## src/hw/btb_pkg.sv

```systemverilog
/*
    branch target buffer package
    geometry, vector types, entry layout and the address hashes
    shared by the BTB storage, replacement and top level
*/

`default_nettype none

package btb_pkg;

    // ----------------------------------------
    // geometry
    // ----------------------------------------

    localparam int FETCH_LANES     = 4;
    localparam int LOG_FETCH_LANES = 2;
    localparam int BTB_SETS        = 16;
    localparam int LOG_BTB_SETS    = 4;
    localparam int BTB_ASSOC       = 4;
    localparam int LOG_BTB_ASSOC   = 2;
    localparam int TAG_BITS        = 8;

    localparam int PC_BITS     = 38;
    localparam int ASID_BITS   = 9;
    localparam int ACTION_BITS = 3;
    localparam int TARGET_BITS = 13;
    localparam int PLRU_BITS   = BTB_ASSOC - 1;

    // one entry is info plus tag, padded to whole bytes
    localparam int ENTRY_BITS  = ACTION_BITS + TARGET_BITS + TAG_BITS;
    localparam int ENTRY_BYTES = ENTRY_BITS / 8;
    localparam int SET_BYTES   = FETCH_LANES * BTB_ASSOC * ENTRY_BYTES;

    // plru words are indexed by {set, lane}
    localparam int PLRU_IDX_BITS = LOG_BTB_SETS + LOG_FETCH_LANES;
    localparam int PLRU_WORDS    = BTB_SETS * FETCH_LANES;

    // ----------------------------------------
    // types
    // ----------------------------------------

    typedef logic [PC_BITS-1:0]                 pc38_t;
    typedef logic [ASID_BITS-1:0]               asid_t;
    typedef logic [PC_BITS-LOG_FETCH_LANES-1:0] fetch_idx_t;
    typedef logic [LOG_FETCH_LANES-1:0]         fetch_lane_t;
    typedef logic [LOG_BTB_SETS-1:0]            btb_idx_t;
    typedef logic [TAG_BITS-1:0]                btb_tag_t;
    typedef logic [LOG_BTB_ASSOC-1:0]           btb_way_idx_t;
    typedef logic [PLRU_BITS-1:0]               btb_plru_t;

    // action of zero marks an empty slot
    typedef struct packed {
        logic [ACTION_BITS-1:0] action;
        logic [TARGET_BITS-1:0] target;
    } btb_info_t;

    typedef struct packed {
        btb_info_t info;
        btb_tag_t  tag;
    } btb_entry_t;

    typedef btb_entry_t [FETCH_LANES-1:0][BTB_ASSOC-1:0] btb_set_t;

    typedef logic [FETCH_LANES-1:0][BTB_ASSOC-1:0][ENTRY_BYTES-1:0] btb_byten_t;

    // ----------------------------------------
    // hashes
    // ----------------------------------------

    // set index from the pc bits just above the lane, folded with the asid
    function automatic btb_idx_t index_hash(pc38_t pc38, asid_t asid);
        index_hash = pc38[LOG_FETCH_LANES +: LOG_BTB_SETS] ^ asid[LOG_BTB_SETS-1:0];
    endfunction

    // tag from the pc bits above the set index
    function automatic btb_tag_t tag_hash(pc38_t pc38, asid_t asid);
        tag_hash = pc38[LOG_FETCH_LANES+LOG_BTB_SETS +: TAG_BITS] ^ asid[TAG_BITS-1:0];
    endfunction

    function automatic fetch_lane_t fetch_lane_bits(pc38_t pc38);
        fetch_lane_bits = pc38[LOG_FETCH_LANES-1:0];
    endfunction

endpackage

`default_nettype wire

```

## src/hw/plru_updater.sv

```systemverilog
/*
    tree pseudo-LRU updater for one four-way lane
    finds the victim way and returns the state after a fill or a touch
*/

`timescale 1ns/1ps
`default_nettype none

module plru_updater (
    input  btb_pkg::btb_plru_t    plru_in,
    input  logic                  new_valid,
    input  logic                  touch_valid,
    input  btb_pkg::btb_way_idx_t touch_index,
    output btb_pkg::btb_way_idx_t new_index,
    output btb_pkg::btb_plru_t    plru_out
);

    // way whose path gets flipped
    btb_pkg::btb_way_idx_t path_way;

    // ----------------------------------------
    // victim search
    // ----------------------------------------

    // bit 2 picks the half, bit 1 the low pair, bit 0 the high pair
    always_comb begin
        if (plru_in[2] == 1'b0) begin
            new_index = {1'b0, plru_in[1]};
        end
        else begin
            new_index = {1'b1, plru_in[0]};
        end
    end

    // ----------------------------------------
    // state update
    // ----------------------------------------

    // a fill also counts as a touch of the victim
    always_comb begin
        if (new_valid) begin
            path_way = new_index;
        end
        else begin
            path_way = touch_index;
        end
    end

    always_comb begin
        plru_out = plru_in;
        if (new_valid || touch_valid) begin
            // point the root at the other half
            plru_out[2] = ~path_way[1];
            // and the leaf at the sibling way
            if (path_way[1] == 1'b0) begin
                plru_out[1] = ~path_way[0];
            end
            else begin
                plru_out[0] = ~path_way[0];
            end
        end
    end

endmodule

`default_nettype wire

```

## config.mk

```make
export PLATFORM = sky130hd
export DESIGN_NAME = plru_updater
export DESIGN_NICKNAME = d
export VERILOG_FILES = /design/src/hw/btb_pkg.sv /design/src/hw/plru_updater.sv
export SDC_FILE = /design/constraint.sdc
export NUM_CORES = 1
export LEC_CHECK = 0
export BUFFER_PORTS_ARGS = -buffer_cell sky130_fd_sc_hd__clkbuf_2
export CORE_AREA = 5 5 42 44
export DETAILED_ROUTE_END_ITERATION = 12
export DIE_AREA = 0 0 47 49
export PLACE_DENSITY = 0.38
export SYNTH_ARGS = -nofsm -noshare
export SYNTH_HDL_FRONTEND = slang
export SYNTH_SLANG_ARGS = --single-unit
```

## constraint.sdc

```tcl
create_clock -name vclk -period 0.8
set_input_delay 0.04 -clock vclk [all_inputs]
set_output_delay 0.04 -clock vclk [all_outputs]
set_load 0.005 [all_outputs]
```

==> results by group <==
Run status
  – Status: completed

Worst setup path
  – CP Data Arrival Time: 0.69 ns
  – Worst path most repeated cell: clkbuf_2
  – CP endpoint kind: output pin
  – Max incr delay on CP: 0.22 ns
  – Crit path required time: 0.76 ns
  – Worst-path fanout max: 4
  – Delay-heaviest family, CP: compound AO/OA/AOI/OAI gates
  – Kind of critical path: primary input to output pin
  – CP Cell Sequence: clkbuf_2 -> nand2b_1 -> a211oi_1 -> a21oi_1 -> clkbuf_2
  – Crit-path slowest cell: a211oi_1
  – Startpoint Class: primary input
  – Buffers & Inverters on Critical Path: 2

Timing
  – RSZ-0062 raised after global routing: no
  – Period utilisation layout: 91.15%
  – Final hold viol count: 0
  – Max_slew headroom: 87.52%
  – Final setup fails: 0
  – Slew @ Worst Pin: 0.1861 ns
  – Min cycle time layout: 0.7292 ns
  – TNS Setup: 0 ns
  – FMAX: about 1.4 GHz
  – Slew Limit Fails: 0

Cells and area
  – Final core occ: 13.21%
  – Antenna fix cells: 0
  – Seq cells: 0
  – NumNets Final: 34
  – Area grow syn2layout: 80.49%
  – Register area: 0 µm²
  – Proportion of layout cells with a drive suffix above 1: between 60% and 70%
  – Clkbuf count: 0

Detailed routing
  – Vias per cell: around 3.3
  – DR pass1 iterations: 3
  – Vias: ~140
  – Total wire length: 359 µm
  – DR WL/cell: 8.756 µm
  – Drt initial violations: 1
  – Drt drc: 0
  – Antenna-violating nets left: 0

Yosys
  – Syn_area_per_cell: 7.328 µm²
  – Syn Nets: 21
  – Gate count of the mapped netlist: 14
  – Sequential share of the synthesized area: 0%
  – Netlist Area Pre-Place: 102.6 µm²
  – Synth cell types: 12
  – Yosys warning total: 0

Hold path
  – Worst Hold Depth: 2
  – Hold Path End: new_index[1]
  – HP Start: plru_in[2]
  – Hold Crit Class: primary input to output pin

Global routing
  – First-pass GRT wire length: between 500 and 600 µm
  – Initial antenna violation count: 0
  – Vias in the first global route: 123
  – Global Route Usage Sum: ~2.9%
  – Largest net degree at the start of global routing: 7
  – GRT overflow: 0

Floorplanning
  – Initial Util: between 7 and 8%
  – Die area: 2303 µm²
  – Floorplan core area: 1401 µm²
  – Die Width: 47 µm
  – Num rows: 14
  – Die Y: 49 µm
  – # IOs: 12

Placed design
  – IO Port Bufs: 12
  – Placer Congestion: 0.5775

Flow run
  – MaxCap Viol Count: 0

Power and ir drop
  – PwrDens: about 520 nW/µm²
  – Lkg Pwr: roughly 0.09 nW
  – Max VDD drop: roughly 120 µV
  – Total chip power: approximately 96 µW

Clocking
  – CTS Hold Bufs: 0
  – Post-CTS sizing: 0
  – Setup bufs post-CTS: 0
cell type report:
type | count | area (µm²)
multi-input cells | 13 | 105.1
repair buffers | 12 | 60.06
well taps | 16 | 20.02
fillers | 178 | 1216
synth_stat cells, drive strengths merged:
| master | number | area share, % |
|---|---|---|
| nor3b | 1 | 7.3 |
| mux2i | 1 | 9.8 |
| o21ai | 1 | 4.9 |
| nand2 | 1 | 3.7 |
| and3b | 1 | 8.5 |
| nand2b | 1 | 6.1 |
| xor2 | 1 | 8.5 |
| xnor2 | 1 | 8.5 |
| a21oi | 2 | 9.8 |
| buf | 1 | 7.3 |
| mux2 | 1 | 11 |
| a211oi | 2 | 15 |
report_power, final:
| part | switching, mW | internal [mW] |
|---|---|---|
| Sequential | 0 | 0 |
| Combinational | 0.0456 | 0.0505 |
| Clock | 0 | 0 |
| Total | 0.0456 | 0.0505 |
through the flow:
stage	std cells	cell area, µm²	hold slack [ns]	setup slack, ns
after floorplan	14	102.6	0.1313	0.3019
after global placement	41	175.2	0.3534	0.03368
after detailed placement	41	175.2	0.3559	0.02245
after CTS	41	175.2	0.3565	0.03024
after global routing	41	185.2	0.3769	0.0001797
final	41	185.2	0.3486	0.07081
worst max path at each step:
stage / cells past startpoint / from / slack, ns / endpoint
after floorplan: 3 / touch_valid / 0.30 / plru_out[0]
after global placement: 5 / touch_valid / 0.03 / plru_out[0]
after detailed placement: 5 / touch_valid / 0.02 / plru_out[0]
after CTS: 5 / touch_valid / 0.03 / plru_out[0]
after global routing: 5 / touch_index[1] / 0.0002 / plru_out[1]
final: 5 / touch_index[1] / 0.07 / plru_out[1]
placed cells by master, fill, tap and decap left out:
master and n:
mux2_2 1, nand2b_1 1, xor2_1 1, and3b_1 1, a211oi_1 1, xnor2_1 1, mux2i_1 1, o21ai_0 1
a211oi_2 1, nor3b_2 1, a21oi_1 2, nand2_1 1, clkbuf_2 12
layer usage:
layer  routed length, µm  track usage [%]  vias to the layer above
met5                   0                0                        -
met4                   0                0                        0
met3                  36                0                        0
met2                 146            4.072                        8
met1                 176            5.000                       54
li1                    -                -                       74
cells by family after synthesis:
logic type                share of synthesized area (%)
AOI/OAI and AO/OA                                 29.26
xor gates and xnor gates                          17.08
buffers and inverters                             7.320
muxes                                             20.73
and+or+nand+nor                                   25.61
No activity file was read; power rests on OpenSTA's default activity.
