===== config.mk =====
export PLATFORM = sky130hd
export DESIGN_NAME = plru_table
export DESIGN_NICKNAME = d
export VERILOG_FILES = /design/src/hw/btb_pkg.sv /design/src/hw/plru_table.sv
export SDC_FILE = /design/constraint.sdc
export NUM_CORES = 1
export LEC_CHECK = 0
export ABC_AREA = 1
export BUFFER_PORTS_ARGS = -buffer_cell sky130_fd_sc_hd__buf_4
export CELL_PAD_IN_SITES_DETAIL_PLACEMENT = 1
export CELL_PAD_IN_SITES_GLOBAL_PLACEMENT = 2
export CORE_MARGIN = 2
export CORE_UTILIZATION = 43
export CTS_CLUSTER_DIAMETER = 120
export CTS_CLUSTER_SIZE = 12
export DETAILED_ROUTE_END_ITERATION = 6
export PLACE_DENSITY_LB_ADDON = 0.1
export RECOVER_POWER = 50
export SKIP_CTS_REPAIR_TIMING = 1
export SLEW_MARGIN = 20
export SYNTH_ARGS = -nofsm -noshare
export SYNTH_HDL_FRONTEND = slang
export SYNTH_SLANG_ARGS = --single-unit

===== constraint.sdc =====
create_clock -name CLK -period 5 [get_ports CLK]
set_clock_uncertainty 0.15 [all_clocks]
set_input_delay 0.5 -clock CLK [delete_from_list [all_inputs] [get_ports CLK]]
set_output_delay 0.5 -clock CLK [all_outputs]
set_load 0.005 [all_outputs]

===== src/hw/btb_pkg.sv =====
/*
    branch target buffer package
    geometry, vector types, entry layout and the address hashes
    shared by the BTB storage, replacement and top level
*/

`default_nettype none

package btb_pkg;

    // ----------------------------------------
    // geometry
    // ----------------------------------------

    localparam int FETCH_LANES     = 4;
    localparam int LOG_FETCH_LANES = 2;
    localparam int BTB_SETS        = 16;
    localparam int LOG_BTB_SETS    = 4;
    localparam int BTB_ASSOC       = 4;
    localparam int LOG_BTB_ASSOC   = 2;
    localparam int TAG_BITS        = 8;

    localparam int PC_BITS     = 38;
    localparam int ASID_BITS   = 9;
    localparam int ACTION_BITS = 3;
    localparam int TARGET_BITS = 13;
    localparam int PLRU_BITS   = BTB_ASSOC - 1;

    // one entry is info plus tag, padded to whole bytes
    localparam int ENTRY_BITS  = ACTION_BITS + TARGET_BITS + TAG_BITS;
    localparam int ENTRY_BYTES = ENTRY_BITS / 8;
    localparam int SET_BYTES   = FETCH_LANES * BTB_ASSOC * ENTRY_BYTES;

    // plru words are indexed by {set, lane}
    localparam int PLRU_IDX_BITS = LOG_BTB_SETS + LOG_FETCH_LANES;
    localparam int PLRU_WORDS    = BTB_SETS * FETCH_LANES;

    // ----------------------------------------
    // types
    // ----------------------------------------

    typedef logic [PC_BITS-1:0]                 pc38_t;
    typedef logic [ASID_BITS-1:0]               asid_t;
    typedef logic [PC_BITS-LOG_FETCH_LANES-1:0] fetch_idx_t;
    typedef logic [LOG_FETCH_LANES-1:0]         fetch_lane_t;
    typedef logic [LOG_BTB_SETS-1:0]            btb_idx_t;
    typedef logic [TAG_BITS-1:0]                btb_tag_t;
    typedef logic [LOG_BTB_ASSOC-1:0]           btb_way_idx_t;
    typedef logic [PLRU_BITS-1:0]               btb_plru_t;

    // action of zero marks an empty slot
    typedef struct packed {
        logic [ACTION_BITS-1:0] action;
        logic [TARGET_BITS-1:0] target;
    } btb_info_t;

    typedef struct packed {
        btb_info_t info;
        btb_tag_t  tag;
    } btb_entry_t;

    typedef btb_entry_t [FETCH_LANES-1:0][BTB_ASSOC-1:0] btb_set_t;

    typedef logic [FETCH_LANES-1:0][BTB_ASSOC-1:0][ENTRY_BYTES-1:0] btb_byten_t;

    // ----------------------------------------
    // hashes
    // ----------------------------------------

    // set index from the pc bits just above the lane, folded with the asid
    function automatic btb_idx_t index_hash(pc38_t pc38, asid_t asid);
        index_hash = pc38[LOG_FETCH_LANES +: LOG_BTB_SETS] ^ asid[LOG_BTB_SETS-1:0];
    endfunction

    // tag from the pc bits above the set index
    function automatic btb_tag_t tag_hash(pc38_t pc38, asid_t asid);
        tag_hash = pc38[LOG_FETCH_LANES+LOG_BTB_SETS +: TAG_BITS] ^ asid[TAG_BITS-1:0];
    endfunction

    function automatic fetch_lane_t fetch_lane_bits(pc38_t pc38);
        fetch_lane_bits = pc38[LOG_FETCH_LANES-1:0];
    endfunction

endpackage

`default_nettype wire


===== src/hw/plru_table.sv =====
/*
    PLRU state table
    one word per set and lane, combinational read, clocked write
*/

`timescale 1ns/1ps
`default_nettype none

module plru_table (
    input  logic                                 CLK,
    input  logic                                 rst_n,
    input  logic [btb_pkg::PLRU_IDX_BITS-1:0]    rindex,
    input  logic                                 wen,
    input  logic [btb_pkg::PLRU_IDX_BITS-1:0]    windex,
    input  btb_pkg::btb_plru_t                   wdata,
    output btb_pkg::btb_plru_t                   rdata
);

    btb_pkg::btb_plru_t plru_mem [btb_pkg::PLRU_WORDS];

    // cleared so every lane starts filling at way 0
    always_ff @(posedge CLK) begin
        if (!rst_n) begin
            for (int i = 0; i < btb_pkg::PLRU_WORDS; i++) begin
                plru_mem[i] <= '0;
            end
        end
        else if (wen) begin
            plru_mem[windex] <= wdata;
        end
    end

    // read in the same cycle as the update that uses it
    assign rdata = plru_mem[rindex];

endmodule

`default_nettype wire


==> results of run 1 <==
[where the power goes]
part,total (mW),leakage (nW),internal (mW),switching [mW]
Sequential,1.87,1.82,1.85,0.0250
Clock,1.37,0.275,0.748,0.624
Combinational,0.315,1.87,0.0811,0.234
Total,3.56,3.97,2.68,0.882
[synth_stat cells]
| master | n |
|---|---|
| nand3_1 | 162 |
| nor4_1 | 1 |
| edfxtp_1 | 192 |
| nand4_1 | 4 |
| buf_2 | 8 |
| clkinv_1 | 1 |
| nor2_1 | 197 |
| inv_1 | 10 |
| inv_2 | 4 |
| buf_1 | 10 |
| clkbuf_1 | 49 |
| nand2_1 | 371 |
| nor4_2 | 7 |
| nor3_1 | 9 |
[per-layer routing]
| metal | GRT usage | share of wire | routed length (um) |
|---|---|---|---|
| met3 | 0.0406 | 0.038 | 996 |
| met5 | 0 | 0 | 0 |
| met1 | 0.320 | 0.44 | 11500 |
| met2 | 0.429 | 0.50 | 13200 |
| met4 | 0.0745 | 0.020 | 521 |
[final cells by class]
cell class                 instances  area [um2]  area share
sequential                       192        5770       0.572
clock inverter                    13         150      0.0149
clock buffer                      19         433      0.0429
multi-input combinational        751        3090       0.307
inverter                          15        57.6     0.00571
tap                              275         344      0.0341
timing repair buffer              34         241      0.0239
[worst max-delay path by stage]
stage          depth (start not counted)      start                            to  slack, ns
3_3_place_gp                          12  rindex[0]                      rdata[1]       1.80
5_1_grt                               12  rindex[0]                      rdata[1]       1.60
3_5_place_dp                          12  rindex[0]                      rdata[1]       1.79
4_1_cts                               12  rindex[0]                      rdata[2]       1.77
6_report                               5      rst_n  plru_mem[1][1]$_SDFFCE_PN0P_       1.65
2_1_floorplan                         12  rindex[0]                      rdata[0]       2.68
[cell families after synthesis]
kind of cell | Yosys count | synth area share
AND/OR/NAND/NOR | 751 | 0.338
flip-flops | 192 | 0.627
buffers and inverters | 82 | 0.0346
[layout by cell type, fill, tap and decap left out]
cell type and instances:
buf_12 1, buf_4 24, bufinv_16 2, clkbuf_1 9, clkbuf_16 17, clkbuf_4 2, clkinv_1 1, clkinv_2 1
clkinv_4 1, clkinvlp_4 3, edfxtp_1 192, inv_1 11, inv_2 3, inv_6 5, inv_8 1, nand2_1 371
nand3_1 162, nand4_1 4, nor2_1 197, nor3_1 9, nor4_1 6, nor4_4 2
[critical path, stage by stage]
cell and delay [ns]:
clkbuf_4 0.11, nand2_1 0.35, nor4_1 1.70, nand2_1 0.40, nand2_1 0.27
==> impl_metrics.csv, run 1 <==
group,metric,value,unit
run_status,status,"finished, violations left",
run_status,violations,"capacitance limit, slew limit",
logic_synthesis,syn_nets,1043,
drt,drt_iter0_drc,431,
sta,holdWs,0.448,ns
drt,viasPerCell,5.41,
layout,nNetsFinal,1029,
floorplan,die_w,150,um
global_route,grt_pass1_wl,40.8,mm
drt,wire_per_inst,20.2,um
layout,post_route_cells_drive_above_1_share,0.0605,
power_and_ir_drop,p_leak,3.97,nW
clock_network,tritoncts,"built",
clock_network,max-clock-path-buffers,2,
floorplan,die_y,150,um
layout,fin_area,10100,um2
layout,top_register,"plru_mem",
critical_path,worstPathArrival,3.34,ns
floorplan,initial_utilization,0.437,
global_route,grt_usage,0.247,
layout,instances_no_fill,1299,
sta,fmax,298,MHz
sta,rsz0062_at_grt,"no",
placed_design,dp_hpwl,16.6,mm
layout,area_delta_synth_final,9.73,%
drt,antenna_left,0,
placed_design,place_area,9560,um2
logic_synthesis,postSynthCellCount,1025,
critical_path,cp-start-kind,"primary input",
clock_network,clock-root-buffer,"clkbuf_16",
clock_network,clkTransAtPathRegs,0.08,ns
power_and_ir_drop,power_density,353,nW/um2
clock_network,cts_max_level,4,
clock_network,cts_sinks,192,
logic_synthesis,synth_seq_cells,192,
logic_synthesis,ys_top_cells_by_area,"edfxtp_1 63%, nand2_1 15%, nand3_1 8.8%, nor2_1 8.0%, clkbuf_1 2.0%",
sta,hold_viol_final,0,
hold_path,timing.hold.worst_path_depth,3,
floorplan,fp-row-count,53,
placed_design,gp_congestion,0.764,
sta,setup_tns,0,ns
drt,drtPass1Iterations,5,
sta,period_share,0.671,
critical_path,cp_max_fo,11,
critical_path,end_kind,"flip-flop",
drt,drc_errors,0,
layout,diodes,0,
hold_path,min-delay-start,"windex[1]",
global_route,grt_pass1_vias,7327,
job,drv_cap,2,
critical_path,crit_required,4.98,ns
global_route,antenna_found_initial,0,
drt,dr_total_vias,7025,
logic_synthesis,yosysTopAreaCell,"edfxtp_1",
layout,largest_registers,"plru_mem: 192 flops",
logic_synthesis,synth.top_cell.area_share,0.627,
sta,slew_viol_final,56,
sta,tightest_slew,2.10,ns
power_and_ir_drop,vdd_drop_max,0.233,mV
drt,wirelength,26.3,mm
layout,fin_util,0.480,
placed_design,place_inst,1267,
sta,fin_ws,1.65,ns
sta,slew_headroom,-0.412,
hold_path,hold_class,"in2reg",
logic_synthesis,synth_warnings,0,
sta,fin_crit,3.35,ns
logic_synthesis,syn_area,9190,um2
global_route,grt_max_degree,97,
critical_path,path_class,"in2reg",
placed_design,portBuffers,20,
floorplan,core,21000,um2
clock_network,cts_buffers,17,
power_and_ir_drop,finalPower,3.56,mW
logic_synthesis,synth_seq_area_share,0.627,
global_route,grt.overflow.total,0,
layout,largest_reg_flops,192,
floorplan,top_level_ports,21,
logic_synthesis,synth_cell_types,14,
layout,final.fill_count,2438,
sta,setup_violations,0,
hold_path,hold_end,"plru_mem[10][2]$_SDFFCE_PN0P_",
logic_synthesis,syn_area_per_cell,8.97,um2
floorplan,die_area,22600,um2
placed_design,dp_slack,1.79,ns
No activity file was read; power rests on OpenSTA's default activity.
==> run 2: changes to the inputs <==
Settings changed: CORE_UTILIZATION 43 to 40.
Clock period 5 ns to 3.4 ns, I/O delays scaled along.
==> run 2 against run 1 <==
- the run now ends clean
- critical path depth increased by 7
- final cell count rose by 1.6%
- non-clock buffer count grew 11
- core utilization is 2.9 points lower
- critical path type is now in2out
- largest power group unchanged
==> impl_metrics.csv, run 2 (synthesis gave the netlist of run 1 again) <==
group,metric,value,unit
run_status,status,"complete, no violations",
sta,fmax,395,MHz
floorplan,initial_utilization,0.407,
clock_network,clkTransAtPathRegs,0.08,ns
critical_path,end_kind,"primary output",
critical_path,cp-startpoint,"rindex[0]",
global_route,grt_pass1_wl,41.2,mm
drt,dr_total_vias,6999,
drt,drt_iter0_drc,363,
sta,tightest_slew,0.905,ns
layout,largest_reg_flops,192,
floorplan,top_level_ports,21,
clock_network,cts_buffers,17,
drt,drc_errors,0,
layout,multi_input_area,3070,um2
critical_path,path_class,"in2out",
global_route,grt.overflow.total,0,
global_route,antenna_found_initial,0,
drt,wirelength,26.3,mm
global_route,grt_max_degree,97,
clock_network,max-clock-path-buffers,2,
placed_design,dp_hpwl,16.7,mm
critical_path,crit_end,"rdata[1]",
clock_network,tritoncts,"built",
layout,top_register,"plru_mem",
critical_path,cp.depth,12,
sta,slew_viol_final,0,
layout,final.fill_count,2622,
sta,slew_headroom,0.397,
floorplan,core,22600,um2
floorplan,die_w,156,um
sta,setup_tns,0,ns
floorplan,die_area,24200,um2
placed_design,gp_congestion,0.767,
floorplan,fp-row-count,55,
sta,period_share,0.745,
power_and_ir_drop,finalPower,5.28,mW
critical_path,path_cells,"buf_4 > inv_2 > buf_12 > nand2_1 > nand3_1 > nand3_1 > nand2_1 > nand2_1 > nand3_1 > nand3_1 > nand2_1 > buf_4",
sta,rsz0062_at_grt,"no",
drt,drtPass1Iterations,6,
critical_path,worstPathArrival,2.04,ns
global_route,grt_usage,0.229,
critical_path,path_buf_inv,4,
drt,antenna_left,0,
layout,instances_no_fill,1320,
layout,area_delta_synth_final,10.8,%
critical_path,critPathTopFamily,"buffers and inverters",
clock_network,clock-root-buffer,"clkbuf_16",
drt,viasPerCell,5.30,
layout,layout_common_cells,"371 x nand2_1, 197 x nor2_1, 192 x edfxtp_1",
power_and_ir_drop,vdd_drop_max,0.248,mV
hold_path,hold_class,"in2reg",
layout,final_common_cell,"nand2_1",
sta,fin_crit,2.53,ns
clock_network,cts_max_level,4,
sta,setup_violations,0,
power_and_ir_drop,power_density,519,nW/um2
placed_design,place_inst,1288,
layout,largest_registers,"plru_mem: 192 flops",
sta,holdWs,0.278,ns
placed_design,portBuffers,20,
critical_path,cp-start-kind,"primary input",
critical_path,cp_max_fo,78,
critical_path,crit_required,2.91,ns
critical_path,slowest_stage,"buf_12",
layout,seq_area,5770,um2
power_and_ir_drop,p_leak,4.04,nW
global_route,grt_pass1_vias,7280,
layout,diodes,0,
job,drv_cap,0,
floorplan,die_y,156,um
clock_network,cts_sinks,192,
sta,hold_viol_final,0,
layout,nNetsFinal,1040,
critical_path,cpPeakStageDelay,0.34,ns
drt,wire_per_inst,19.9,um
layout,post_route_cells_drive_above_1_share,0.0715,
==> run 2: changes by cell type in the layout (fill, tap and decap cells not counted), moves of 2 or more <==
cell / change
inv_6: -3
inv_8: +4
clkinvlp_4: -2
clkinv_4: +2
buf_4: +9
clkinv_2: +3
nor4_4: -2
clkinv_8: +2
==> run 2: how the worst min path moves through the flow <==
| stage | slack (ns) | to | startpoint | cells after the start |
|---|---|---|---|---|
| floorplan | 0.44 | plru_mem[0][2]$_SDFFCE_PN0P_ | wdata[2] | 2 |
| global placement | 0.73 | plru_mem[9][2]$_SDFFCE_PN0P_ | windex[0] | 3 |
| detailed placement | 0.74 | plru_mem[9][2]$_SDFFCE_PN0P_ | windex[0] | 3 |
| CTS | 0.27 | plru_mem[9][2]$_SDFFCE_PN0P_ | windex[0] | 3 |
| global route | 0.32 | plru_mem[9][2]$_SDFFCE_PN0P_ | windex[0] | 3 |
| finish | 0.28 | plru_mem[9][2]$_SDFFCE_PN0P_ | windex[0] | 3 |
==> run 2: through the flow <==
stage	setup slack, ns	util	instance area, um2
final	0.866	0.451	10200
after global routing	0.656	0.451	10200
after CTS	0.829	0.454	10300
after detailed placement	0.821	0.428	9660
after global placement	0.850	0.428	9660
after floorplan	1.40	-	9190
==> run 2: area by class of cell <==
type                       count  area share
sequential                   192       0.566
multi-input combinational    751       0.301
clock buffer                  17      0.0418
tap                          285      0.0350
timing repair buffer          45      0.0323
clock inverter                15      0.0172
inverter                      15     0.00590
==> run 2: where the power goes <==
group          internal, mW  switching (mW)  leakage, nW
combinational         0.125           0.345         1.92
sequential             2.72          0.0340         1.82
clock                  1.06            1.00        0.293
==> run 2: layer usage <==
metal  up-vias  track usage  wire, um
li1       3409            -         -
met1      3463        0.286     11500
met2       103        0.414     13500
met3        24       0.0356       831
met4         0       0.0612       476
met5         -            0         0
==> run 3: changes to the inputs <==
Settings changed: ABC_AREA 1 to 0, CORE_UTILIZATION 40 to 44.
Clock period 3.4 ns to 2.5 ns, I/O delays scaled along.
==> run 3 against run 2 <==
- the flow now finishes with violations (capacitance limit, slew limit, setup timing)
- final cell count fell by 24%
- sequential share of layout area rose by 0.32 points
- global-route usage rose by 0.34 points
- power rose by 32%
- routed wire length fell by 8.6%
- synthesized cell count fell by 32%
- via count fell by 18%
- count of clock-buffer cells in the layout rose by 2
- sequential power rose by 37%
- worst setup slack got worse by 0.97 ns
- critical path type is now reg2out
- critical endpoint unchanged
==> impl_metrics.csv, run 3 <==
group,metric,value,unit
run_status,status,"finished, violations left",
run_status,violations,"capacitance limit, slew limit, setup timing",
drt,wire_per_inst,23.9,um
layout,post_route_cells_drive_above_1_share,0.179,
floorplan,die_w,147,um
logic_synthesis,synth_ff_type,"edfxtp_1",
drt,viasPerCell,5.69,
sta,rsz0062_at_grt,"yes",
placed_design,place_inst,973,
clock_network,max-clock-path-buffers,2,
layout,fin_util,0.502,
sta,period_share,1.04,
placed_design,dp_slack,0.0118,ns
sta,fin_crit,2.60,ns
hold_path,timing.hold.worst_path_depth,2,
critical_path,cp_max_fo,1,
floorplan,fp-row-count,52,
drt,drc_errors,0,
floorplan,core,20200,um2
drt,drt_iter0_drc,436,
logic_synthesis,postSynthCellCount,700,
floorplan,top_level_ports,21,
clock_network,cts_sinks,192,
layout,multi_input_area,3000,um2
sta,fmax,384,MHz
logic_synthesis,synth.most_common_cell,"edfxtp_1",
global_route,grt.overflow.total,0,
layout,seq_area,5770,um2
critical_path,path_class,"reg2out",
power_and_ir_drop,p_leak,3.58,nW
critical_path,end_kind,"primary output",
layout,largest_reg_flops,192,
layout,final_common_cell,"edfxtp_1",
logic_synthesis,synth_edf_count,192,
placed_design,dp_hpwl,15.6,mm
drt,wirelength,24.1,mm
layout,fin_area,10100,um2
clock_network,cts_max_level,4,
layout,diodes,0,
sta,hold_viol_final,0,
layout,top_register,"plru_mem",
drt,drtPass1Iterations,7,
sta,setup_violations,4,
layout,area_delta_synth_final,12.5,%
clock_network,clock-root-buffer,"clkbuf_16",
power_and_ir_drop,vdd_drop_max,0.442,mV
logic_synthesis,syn_nets,718,
logic_synthesis,synth_cell_types,38,
sta,slew_headroom,-0.146,
logic_synthesis,synth.top_cell.area_share,0.641,
logic_synthesis,yosysTopAreaCell,"edfxtp_1",
placed_design,portBuffers,20,
placed_design,gp_congestion,0.801,
clock_network,clkTransAtPathRegs,0.07,ns
layout,largest_registers,"plru_mem: 192 flops",
logic_synthesis,synth_top_cells_by_count,"192 x edfxtp_1, 175 x nor2_1, 119 x nand2_1, 36 x clkbuf_1, 33 x mux4_2",
floorplan,initial_utilization,0.446,
drt,dr_total_vias,5737,
critical_path,crit_required,2.10,ns
global_route,grt_pass1_wl,36.7,mm
sta,fin_ws,-0.103,ns
global_route,grt_pass1_vias,6067,
logic_synthesis,synth_seq_cells,192,
logic_synthesis,syn_area_per_cell,12.9,um2
job,drv_cap,2,
placed_design,place_area,9550,um2
sta,slew_viol_final,128,
clock_network,cts_buffers,17,
global_route,antenna_found_initial,0,
critical_path,worstPathArrival,2.20,ns
sta,holdWs,0.0850,ns
critical_path,cp-start-kind,"flip-flop",
layout,nNetsFinal,743,
floorplan,die_area,21600,um2
hold_path,min-delay-start,"windex[0]",
hold_path,hold_class,"in2reg",
floorplan,die_y,147,um
drt,antenna_left,0,
layout,final.fill_count,2073,
logic_synthesis,syn_area,9000,um2
global_route,grt_max_degree,64,
layout,layout_common_cells,"192 x edfxtp_1, 175 x nor2_1, 119 x nand2_1",
layout,instances_no_fill,1008,
logic_synthesis,synth_seq_area_share,0.641,
sta,setup_tns,-0.263,ns
logic_synthesis,async_reset_ff_frac,0,
global_route,grt_usage,0.232,
clock_network,tritoncts,"built",
logic_synthesis,ys_top_cells_by_area,"edfxtp_1 64%, mux4_2 8.3%, nor2_1 7.3%, nand2_1 5.0%, mux4_1 4.4%",
logic_synthesis,synth_warnings,0,
hold_path,hold_end,"plru_mem[10][2]$_SDFFCE_PN0P_",
power_and_ir_drop,power_density,688,nW/um2
sta,tightest_slew,1.72,ns
power_and_ir_drop,finalPower,6.97,mW
-- run 3: layer usage --
layer / GRT usage / wire length (um) / vias to the layer above
met5: 0 / 0 / -
met4: 0.0692 / 516 / 0
met3: 0.0348 / 763 / 32
met2: 0.396 / 12400 / 129
met1: 0.312 / 10400 / 2964
li1: - / - / 2612
-- run 3: cell type report --
| class | instances | share of cell area |
|---|---|---|
| flip-flops and latches | 192 | 0.570 |
| clock inverters | 13 | 0.0114 |
| well taps | 270 | 0.0334 |
| inverters | 3 | 0.00111 |
| clock buffers | 19 | 0.0428 |
| repair buffers | 58 | 0.0455 |
| multi-input cells | 453 | 0.296 |
-- run 3: cells by family (layout without fill, tap and decap cells) --
logic type / count (synthesis) / count (layout) / share of synthesized area
and+or+nand+nor: 366 / 366 / 0.169
DFF: 192 / 192 / 0.641
AOI/OAI and AO/OA: 34 / 34 / 0.0259
muxes: 53 / 53 / 0.132
buffers and inverters: 55 / 93 / 0.0324
-- run 3: critical path, stage by stage (launching register included) --
cell	delay [ns]
edfxtp_1	0.38
mux4_2	0.48
a22oi_2	0.22
nand3_2	0.11
a21o_1	0.21
a22o_1	0.22
buf_4	0.14
-- run 3: worst max-delay path by stage --
stage	start	end	slack (ns)	cells past startpoint
2_1_floorplan	windex[1]	plru_mem[36][0]$_SDFFCE_PN0P_	0.53	6
3_3_place_gp	rindex[1]	rdata[1]	0.03	7
3_5_place_dp	rindex[1]	rdata[2]	0.01	9
4_1_cts	plru_mem[27][2]$_SDFFCE_PN0P_	rdata[2]	-0.18	7
5_1_grt	plru_mem[44][1]$_SDFFCE_PN0P_	rdata[1]	-0.16	6
6_report	plru_mem[44][1]$_SDFFCE_PN0P_	rdata[1]	-0.10	6
-- run 3: where the power goes --
| part | total, mW | switching [mW] | internal, mW |
|---|---|---|---|
| clock | 2.59 | 1.28 | 1.31 |
| combinational | 0.612 | 0.363 | 0.248 |
| sequential | 3.77 | 0.0683 | 3.70 |
